## src/design/fetch_config.svh

```systemverilog
/*
 * fetch front end build parameters
 * memory size, wait states and the PC taken out of reset
 */
`ifndef FETCH_CONFIG_SVH
`define FETCH_CONFIG_SVH

// number of 64-bit words in the instruction memory
// index comes from address bits above bit 2
`define FETCH_IMEM_WORDS 64

// wait states after a new address before imem_valid rises
`define FETCH_IMEM_LATENCY 2

// PC loaded on reset
`define FETCH_RESET_PC 64'h0

`endif
```

## src/design/fetch_pkg.sv

```systemverilog
/*
 * fetch front end types
 * instruction format views, the instruction union and opcode values
 */
package fetch_pkg;

  typedef logic [63:0] pc_t;                 // program counter / byte address

  //////////////////////////////////////////////////
  // instruction formats, msb first
  //////////////////////////////////////////////////

  typedef struct packed {
    logic [5:0]  opcode;                     // [31:26]
    logic [4:0]  ra;                         // [25:21] link or test register
    logic [20:0] disp;                       // [20:0] signed word displacement
  } branch_fmt_t;

  typedef struct packed {
    logic [5:0] opcode;                      // [31:26]
    logic [4:0] ra;                          // [25:21] first source
    logic [4:0] rb;                          // [20:16] second source
    logic [2:0] sbz;                         // [15:13] should be zero
    logic       lit_flag;                    // [12] rb field holds a literal
    logic [6:0] func;                        // [11:5] function code
    logic [4:0] rc;                          // [4:0] destination
  } operate_fmt_t;

  // same 32-bit word seen both ways, predecode picks the view
  typedef union packed {
    branch_fmt_t  br;
    operate_fmt_t op;
  } inst_t;

  //////////////////////////////////////////////////
  // opcodes
  //////////////////////////////////////////////////

  localparam logic [5:0] OP_BR  = 6'h30;     // unconditional branch
  localparam logic [5:0] OP_BSR = 6'h34;     // branch to subroutine

  localparam logic [5:0] OP_BRANCH_LO  = 6'h30;   // whole branch block
  localparam logic [5:0] OP_BRANCH_HI  = 6'h3f;
  localparam logic [5:0] OP_OPERATE_LO = 6'h10;   // integer operate group
  localparam logic [5:0] OP_OPERATE_HI = 6'h13;

endpackage

```

## src/design/fetch_unit.sv

```systemverilog
/*
 * fetch front end top
 * fetch stage, instruction memory and predecode wired together
 */
`timescale 1ns/100ps

module fetch_unit (
  input  logic             clock,
  input  logic             reset,
  input  logic             dispatch_en,
  input  logic             co_ret_take_branch,
  input  fetch_pkg::pc_t   co_ret_target_pc,
  input  logic             load_en,           // program load, used while in reset
  input  fetch_pkg::pc_t   load_addr,
  input  logic [63:0]      load_data,
  output fetch_pkg::pc_t   proc2imem_addr,
  output fetch_pkg::pc_t   if_npc,
  output fetch_pkg::inst_t if_ir,
  output logic             if_valid_inst,
  output logic             pd_is_branch,
  output logic             pd_uncond,
  output fetch_pkg::pc_t   pd_target,
  output logic [4:0]       pd_dest_reg,
  output logic             pd_has_dest
);

  logic [63:0] imem_data;                     // memory word back to fetch
  logic        imem_valid;

  if_stage u_if_stage (
    .clock              (clock),
    .reset              (reset),
    .dispatch_en        (dispatch_en),
    .co_ret_take_branch (co_ret_take_branch),
    .co_ret_target_pc   (co_ret_target_pc),
    .imem_data          (imem_data),
    .imem_valid         (imem_valid),
    .proc2imem_addr     (proc2imem_addr),
    .if_npc             (if_npc),
    .if_ir              (if_ir),
    .if_valid_inst      (if_valid_inst)
  );

  imem_ctrl u_imem_ctrl (
    .clock          (clock),
    .reset          (reset),
    .proc2imem_addr (proc2imem_addr),
    .load_en        (load_en),
    .load_addr      (load_addr),
    .load_data      (load_data),
    .imem_data      (imem_data),
    .imem_valid     (imem_valid)
  );

  // purely combinational, looks at whatever fetch is presenting
  predecode u_predecode (
    .if_ir        (if_ir),
    .if_npc       (if_npc),
    .pd_is_branch (pd_is_branch),
    .pd_uncond    (pd_uncond),
    .pd_target    (pd_target),
    .pd_dest_reg  (pd_dest_reg),
    .pd_has_dest  (pd_has_dest)
  );

endmodule

```

## src/design/predecode.sv

```systemverilog
/*
 * fetch predecode
 * reads the fetched word as branch and operate format, reports
 * branch class, branch target and destination register
 */
`timescale 1ns/100ps

module predecode (
  input  fetch_pkg::inst_t if_ir,
  input  fetch_pkg::pc_t   if_npc,            // PC+4 of this instruction
  output logic             pd_is_branch,
  output logic             pd_uncond,         // BR or BSR
  output fetch_pkg::pc_t   pd_target,
  output logic [4:0]       pd_dest_reg,
  output logic             pd_has_dest
);

  logic [5:0]     opcode;
  logic           is_operate;
  fetch_pkg::pc_t disp_bytes;                 // sign-extended displacement in bytes

  //////////////////////////////////////////////////
  // classify
  //////////////////////////////////////////////////

  // opcode sits in the same bits in both views
  assign opcode = if_ir.br.opcode;

  assign pd_is_branch = (opcode >= fetch_pkg::OP_BRANCH_LO) &&
                        (opcode <= fetch_pkg::OP_BRANCH_HI);

  assign is_operate = (opcode >= fetch_pkg::OP_OPERATE_LO) &&
                      (opcode <= fetch_pkg::OP_OPERATE_HI);

  assign pd_uncond = (opcode == fetch_pkg::OP_BR) || (opcode == fetch_pkg::OP_BSR);

  //////////////////////////////////////////////////
  // branch target
  //////////////////////////////////////////////////

  // word displacement, scaled by 4 and sign extended to 64 bits
  assign disp_bytes = {{41{if_ir.br.disp[20]}}, if_ir.br.disp, 2'b00};

  // relative to the next PC, computed for any word and only meaningful on branches
  assign pd_target = if_npc + disp_bytes;

  //////////////////////////////////////////////////
  // destination register
  //////////////////////////////////////////////////

  always_comb begin
    pd_dest_reg = if_ir.br.ra;               // default, memory and misc formats write ra
    pd_has_dest = 1'b1;
    if (pd_is_branch) begin
      if (pd_uncond) begin
        pd_dest_reg = if_ir.br.ra;           // return address lands in ra
      end else begin
        pd_dest_reg = 5'd0;                  // conditional branch only tests ra
        pd_has_dest = 1'b0;
      end
    end else if (is_operate) begin
      pd_dest_reg = if_ir.op.rc;             // operate writes rc
    end
  end

endmodule

```

## src/design/imem_ctrl.sv

```systemverilog
/*
 * instruction memory model
 * banked array loaded by the testbench, fixed wait states after
 * every new address before the addressed word is marked valid
 */
`timescale 1ns/100ps
`include "fetch_config.svh"

module imem_ctrl (
  input  logic           clock,
  input  logic           reset,
  input  fetch_pkg::pc_t proc2imem_addr,      // byte address from fetch
  input  logic           load_en,             // program load strobe
  input  fetch_pkg::pc_t load_addr,           // byte address of the word to load
  input  logic [63:0]    load_data,
  output logic [63:0]    imem_data,
  output logic           imem_valid
);

  localparam int WORDS   = `FETCH_IMEM_WORDS;
  localparam int LATENCY = `FETCH_IMEM_LATENCY;
  localparam int IDX_W   = $clog2(WORDS);
  localparam int CNT_W   = $clog2(LATENCY + 1);

  logic [63:0]      mem [WORDS];             // 64-bit words
  logic [IDX_W-1:0] rd_idx;
  logic [IDX_W-1:0] wr_idx;

  fetch_pkg::pc_t   last_addr;               // address seen last cycle
  logic             addr_changed;
  logic [CNT_W-1:0] wait_cnt;                // wait states served on this address

  //////////////////////////////////////////////////
  // array and load port
  //////////////////////////////////////////////////

  // word index sits just above the byte-in-word bits
  assign rd_idx = proc2imem_addr[IDX_W+2:3];
  assign wr_idx = load_addr[IDX_W+2:3];

  always_ff @(posedge clock) begin
    if (load_en) begin
      mem[wr_idx] <= load_data;              // testbench writes during reset only
    end
  end

  // read data registered, so it is settled by the time the count expires
  always_ff @(posedge clock) begin
    imem_data <= mem[rd_idx];
  end

  //////////////////////////////////////////////////
  // wait-state counter
  //////////////////////////////////////////////////

  assign addr_changed = (proc2imem_addr != last_addr);

  always_ff @(posedge clock) begin
    if (reset) begin
      last_addr <= `FETCH_RESET_PC;          // count restarts out of reset
      wait_cnt  <= '0;
    end else begin
      last_addr <= proc2imem_addr;
      if (addr_changed) begin
        wait_cnt <= CNT_W'(1);               // first wait state served this cycle
      end else if (wait_cnt != CNT_W'(LATENCY)) begin
        wait_cnt <= wait_cnt + CNT_W'(1);
      end
    end
  end

  // valid drops in the very cycle a new address shows up
  // and rises LATENCY cycles later, holding while the address stays put
  assign imem_valid = !addr_changed && (wait_cnt == CNT_W'(LATENCY));

endmodule

```

## src/design/if_stage.sv

```systemverilog
/*
 * instruction fetch stage
 * holds the PC, picks the next PC and hands the fetched half-word
 * plus PC+4 downstream
 */
`timescale 1ns/100ps
`include "fetch_config.svh"

module if_stage (
  input  logic            clock,
  input  logic            reset,
  input  logic            dispatch_en,         // downstream can take an instruction
  input  logic            co_ret_take_branch,  // one-cycle redirect from commit
  input  fetch_pkg::pc_t  co_ret_target_pc,    // redirect target, valid with the pulse
  input  logic [63:0]     imem_data,
  input  logic            imem_valid,
  output fetch_pkg::pc_t  proc2imem_addr,
  output fetch_pkg::pc_t  if_npc,
  output fetch_pkg::inst_t if_ir,
  output logic            if_valid_inst
);

  fetch_pkg::pc_t pc_reg;                      // address being fetched
  fetch_pkg::pc_t pc_plus_4;
  fetch_pkg::pc_t next_pc;
  logic           pc_enable;

  //////////////////////////////////////////////////
  // next PC
  //////////////////////////////////////////////////

  // a taken branch wins over a stall, otherwise the redirect is lost
  assign pc_enable = (dispatch_en & imem_valid) | co_ret_take_branch;

  assign pc_plus_4 = pc_reg + 64'd4;
  assign next_pc   = co_ret_take_branch ? co_ret_target_pc : pc_plus_4;

  always_ff @(posedge clock) begin
    if (reset) begin
      pc_reg <= `FETCH_RESET_PC;
    end else if (pc_enable) begin
      pc_reg <= next_pc;
    end
  end

  //////////////////////////////////////////////////
  // outputs
  //////////////////////////////////////////////////

  assign proc2imem_addr = pc_reg;

  // memory word is 64 bits, bit 2 of the PC picks the half
  assign if_ir = fetch_pkg::inst_t'(pc_reg[2] ? imem_data[63:32] : imem_data[31:0]);

  assign if_npc        = pc_plus_4;            // travels with the instruction
  assign if_valid_inst = imem_valid;           // no request queue, memory valid is enough

endmodule

```

## config.mk

```make
export PLATFORM = sky130hd
export DESIGN_NAME = fetch_unit
export DESIGN_NICKNAME = d
export VERILOG_FILES = /design/src/design/fetch_pkg.sv /design/src/design/fetch_unit.sv /design/src/design/predecode.sv /design/src/design/imem_ctrl.sv /design/src/design/if_stage.sv
export VERILOG_INCLUDE_DIRS = /design/src /design/src/design
export SDC_FILE = /design/constraint.sdc
export NUM_CORES = 2
export LEC_CHECK = 0
export BUFFER_PORTS_ARGS = -buffer_cell sky130_fd_sc_hd__buf_2
export CORE_UTILIZATION = 40
export DETAILED_ROUTE_END_ITERATION = 7
export PLACE_DENSITY = 0.51
export SYNTH_ARGS = -nofsm -noshare
export SYNTH_HDL_FRONTEND = slang
export SYNTH_SLANG_ARGS = --single-unit
```

## constraint.sdc

```tcl
create_clock -name clock -period 7.9 [get_ports clock]
set_input_delay 1.185 -clock clock [delete_from_list [all_inputs] [get_ports clock]]
set_output_delay 1.185 -clock clock [all_outputs]
set_load 0.01 [all_outputs]
```

==> impl_results.md <==
* Type of destination of the critical path: output port
* Number of setup violations in the final report at 0
* Total GRT Usage at 0.242
* Worst-Skew Late Latency at 1.00 ns
* Highest layer used for signal routing: met5
* Highest attainable clock frequency at 132 MHz
* Avg Synthesized Cell Area at between 20 and 25 um2
* Met1 layer wirelength in the final routing at between 200 and 250 mm
* Post-synthesis cell area at 168,000 um2
* Final period util at 0.956
* Met2 Routed Length at roughly 250 mm
* Area of the die at 421,000 um2
* Fraction of the mapped netlist area in adder cells at 0.00572
* Post-synthesis instance total at approximately 7,400
* Cell-by-cell trace of the critical path: and3_1 -> and4_2 -> and3_1 -> and4_1 -> nand3_1 -> xnor2_1 -> ha_1 -> a21oi_1 -> o21a_1 -> nand3_1 -> a211oi_1 -> nor2_1 -> buf_4 -> a21o_1 -> a21boi_0 -> xnor2_1 -> buf_2
* Reg clk slew, reported paths at 0.06 ns
* Prevailing post-synth register cell: sky130_fd_sc_hd__edfxtp_1
* Vias post-DR at approximately 82,000
* Minimum hold slack at ~0.45 ns
* Cell taking the most area after synthesis: sky130_fd_sc_hd__edfxtp_1
* Final Wtd Congestion at between 0.9 and 1
* Final wirelength at a little over 500 mm
* Worst slack at placement at about 1.1 ns
* Die boundary height at around 650 um
* Share of the synthesized netlist area taken by xor and xnor gates at 0.0124
* NetSw at ~0.011 W
* Clock Skews at roughly 0.083 ns
* Type of origin of the critical path: flop
* Number of synthesized flops with an enable pin at 4,096
* Least setup slack across all paths after layout at 0.348 ns
* DRC at 0
* Unrepaired setup endpoints after global routing: no
* Starting DRT DRC Count at 9,162
* Final design area excluding fillers at roughly 190,000 um2
* Part of the Yosys area used for sequential elements at 0.757
* Buffer cell driving the clock tree root: sky130_fd_sc_hd__clkbuf_16
* Area after detailed placement at 177,000 um2
* Starting Density at 0.402
* Number of top-level design ports at 430
* Total Negative Setup Slacks at 0 ns
* Fraction of the mapped netlist area in simple logic gates at 0.0196
* Dominant combinational cell family by area after synthesis: multiplexers
* Cell Int Power at slightly below 0.04 W
* Slowest cell on crit path: sky130_fd_sc_hd__a21oi_1
* Number of sinks on the clock net at 4,290
* Number of violations of the max-capacitance limit at 0
* H-tree level count at 5
* Synthesized-area fraction occupied by ao, oa, aoi and oai cells at 0.0102
* Maximum clock insertion buffer count at 4
* Combinational share of power at 0.075
* Row count at about 240
* Fraction of layout cells with a size suffix above 1 at 0.323
* Wire length of the first global-routing pass at ~700 mm
* CP required at between 6 and 7 ns
* Number of global-route vias before repair at roughly 83,000
* Number of failing hold endpoints at the final stage at 0
* Post-detailed-route count of antenna-violating nets at 0
* HP Class: input pin to flop
* Metal3 WL at between 30 and 40 mm
* Worst-case vdd ir drop at 202 uV
* Largest fanout of any net on the critical path at 7
* Sequential power share at 0.502
* Slowest stage delay, CP at 0.63 ns
* Static Leakage at ~60 nW
* Fin nets at about 8,300
* Fraction of power spent switching nets at 0.227
* Residual overflow from global routing at 0
* Number of CTS-inserted buffers at 450
* CTS tree: built
* Fraction of power consumed by the clock network at 0.423
* Unique cell type count in the Yosys netlist at slightly below 70
* Top cells by area in the synthesized netlist: sky130_fd_sc_hd__edfxtp_1 73%, sky130_fd_sc_hd__mux4_2 18%, sky130_fd_sc_hd__dfxtp_1 2.3%
* Worst Max-Slew Pin Slew at 1.18 ns
* Average wire per cell in the routed design at approximately 37 um
* Crit path kind: flop to output port
* Share of the synthesized area in the top cell type at 0.734
* Placed wire-length estimate at roughly 290 mm
* Status: finished, final reports clean
* Post-synth net total at between 7,000 and 8,000
* DRT Pass-1 Iters at 5
* Syn. warnings at 0
* Data arrival time at the worst-slack endpoint at between 6 and 7 ns
* Clock period minus worst slack at approximately 7.6 ns
* Antenna violations before repair at 55
* Area growth, synth to finish at 14.7%
* Number of buffers inserted for hold repair after clock tree synthesis at 0
* Chip width at 649 um
* Flop and latch count out of synthesis at around 4,300
* Post-detailed-route via-to-cell ratio at around 5.9
* Max-Slew Margin vs Limit at 0.215
* Final Max Slew Viols at 0
* Pin count of the biggest net entering global routing at between 100 and 150
* Port-buffer cells at between 300 and 400
* Fraction of synthesis flops using an asynchronous set or reset pin at 0
* Placeable Area at about 420,000 um2
* Mux share of post-synthesis cell area at 0.184
* Post-layout util at 0.461
* Power density cells at 263 nW/um2
-- synthesized netlist by cell type, types with 26 or more instances --
master,instances
sky130_fd_sc_hd__a211oi_1,26
sky130_fd_sc_hd__nand2_1,154
sky130_fd_sc_hd__mux2_2,30
sky130_fd_sc_hd__edfxtp_1,4096
sky130_fd_sc_hd__buf_1,59
sky130_fd_sc_hd__nand3_1,49
sky130_fd_sc_hd__a21oi_1,107
sky130_fd_sc_hd__clkbuf_1,208
sky130_fd_sc_hd__buf_2,127
sky130_fd_sc_hd__ha_1,75
sky130_fd_sc_hd__xnor2_1,106
sky130_fd_sc_hd__dfxtp_1,194
sky130_fd_sc_hd__nand4_1,40
sky130_fd_sc_hd__nor2b_1,68
sky130_fd_sc_hd__o21ai_0,63
sky130_fd_sc_hd__mux4_2,1344
sky130_fd_sc_hd__nor2_1,200
sky130_fd_sc_hd__xor2_1,132
-- through the flow --
step	power, W	std cells
after floorplan	0.0278	7361
after global placement	0.0296	13035
after detailed placement	0.0297	13035
after CTS	0.0510	13879
after global routing	0.0519	13882
final	0.0505	13894
-- cell usage in the layout (no fill, tap or decap), types with 30 or more instances in the layout --
cell type and instances:
sky130_fd_sc_hd__edfxtp_1 4096, sky130_fd_sc_hd__mux4_2 1344, sky130_fd_sc_hd__clkbuf_16 455, sky130_fd_sc_hd__buf_2 370, sky130_fd_sc_hd__dfxtp_1 188, sky130_fd_sc_hd__buf_4 171
sky130_fd_sc_hd__nand2_1 154, sky130_fd_sc_hd__nor2_1 138, sky130_fd_sc_hd__xor2_1 132, sky130_fd_sc_hd__xnor2_1 106, sky130_fd_sc_hd__a21oi_1 106, sky130_fd_sc_hd__clkbuf_1 102
sky130_fd_sc_hd__clkinv_1 88, sky130_fd_sc_hd__clkinv_2 81, sky130_fd_sc_hd__ha_1 75, sky130_fd_sc_hd__nor2b_1 68, sky130_fd_sc_hd__o21ai_0 63, sky130_fd_sc_hd__nor2_4 62
sky130_fd_sc_hd__nand3_1 49, sky130_fd_sc_hd__bufinv_16 49, sky130_fd_sc_hd__buf_12 44, sky130_fd_sc_hd__nand4_1 40, sky130_fd_sc_hd__clkbuf_8 32, sky130_fd_sc_hd__mux2_2 30
-- sequential cells by signal, summed over array words and instances, names as in the netlist --
name	flops
u_if_stage.proc2imem_addr	64
u_imem_ctrl.imem_data	64
u_imem_ctrl.last_addr	64
u_imem_ctrl.wait_cnt	2
u_imem_ctrl.mem	4096
-- path summary, 6_finish.rpt --
check	start	to	slack [ns]	cells past startpoint
worst max register to register	u_if_stage.proc2imem_addr[4]$_SDFFE_PP0N_	u_imem_ctrl.imem_data[40]$_DFF_P_	1.99	8
worst min register to register	u_imem_ctrl.wait_cnt[1]$_SDFFE_PP0P_	u_imem_ctrl.wait_cnt[1]$_SDFFE_PP0P_	0.54	2
worst max-delay path	u_if_stage.proc2imem_addr[9]$_SDFFE_PP0N_	pd_target[58]	0.35	17
worst min-delay path	co_ret_target_pc[32]	u_if_stage.proc2imem_addr[32]$_SDFFE_PP0N_	0.45	3
-- power by group through the flow --
stage	sequential, W	clock [W]	combinational, W
after CTS	0.0254	0.0218	0.00381
final	0.0254	0.0214	0.00377
after floorplan	0.0257	0	0.00211
after global placement	0.0258	0	0.00378
after detailed placement	0.0259	0	0.00380
after global routing	0.0254	0.0226	0.00398
-- logic make-up after synthesis --
group	after synthesis
adders and majority gates	76
AOI/OAI and AO/OA	282
xor gates and xnor gates	238
buffers and inverters	435
DFF	4290
and+or+nand+nor	652
muxes	1388
-- area by class of cell --
| class | count | area (um2) |
|---|---|---|
| fillers | 34708 | 225000 |
| flip-flops and latches | 4290 | 127000 |
| multi-input cells | 2636 | 39300 |
| clock buffers | 589 | 12200 |
| well taps | 5497 | 6880 |
| repair buffers | 585 | 4020 |
| clock inverters | 255 | 2730 |
| inverters | 27 | 110 |
| diodes | 15 | 37.5 |
-- worst max-delay path, delay by kind of cell (launching register included) --
family          cells  cell delay (ns)
simple gates        7             1.74
fa+ha+maj           1             0.42
xor+xnor            2             0.57
compound gates      5             1.74
buf+inv             2             0.42
flops               1             0.49
-- repair_timing --
action,CTS,global route
setup endpoints to repair,0,3
resized for setup,0,3
setup buffers,0,0
-- layer usage --
layer	up-vias	track usage
li1	32513	-
met1	45775	0.334
met2	3085	0.403
met3	720	0.0348
met4	14	0.0673
met5	-	0
No activity file was read; power rests on OpenSTA's default activity.
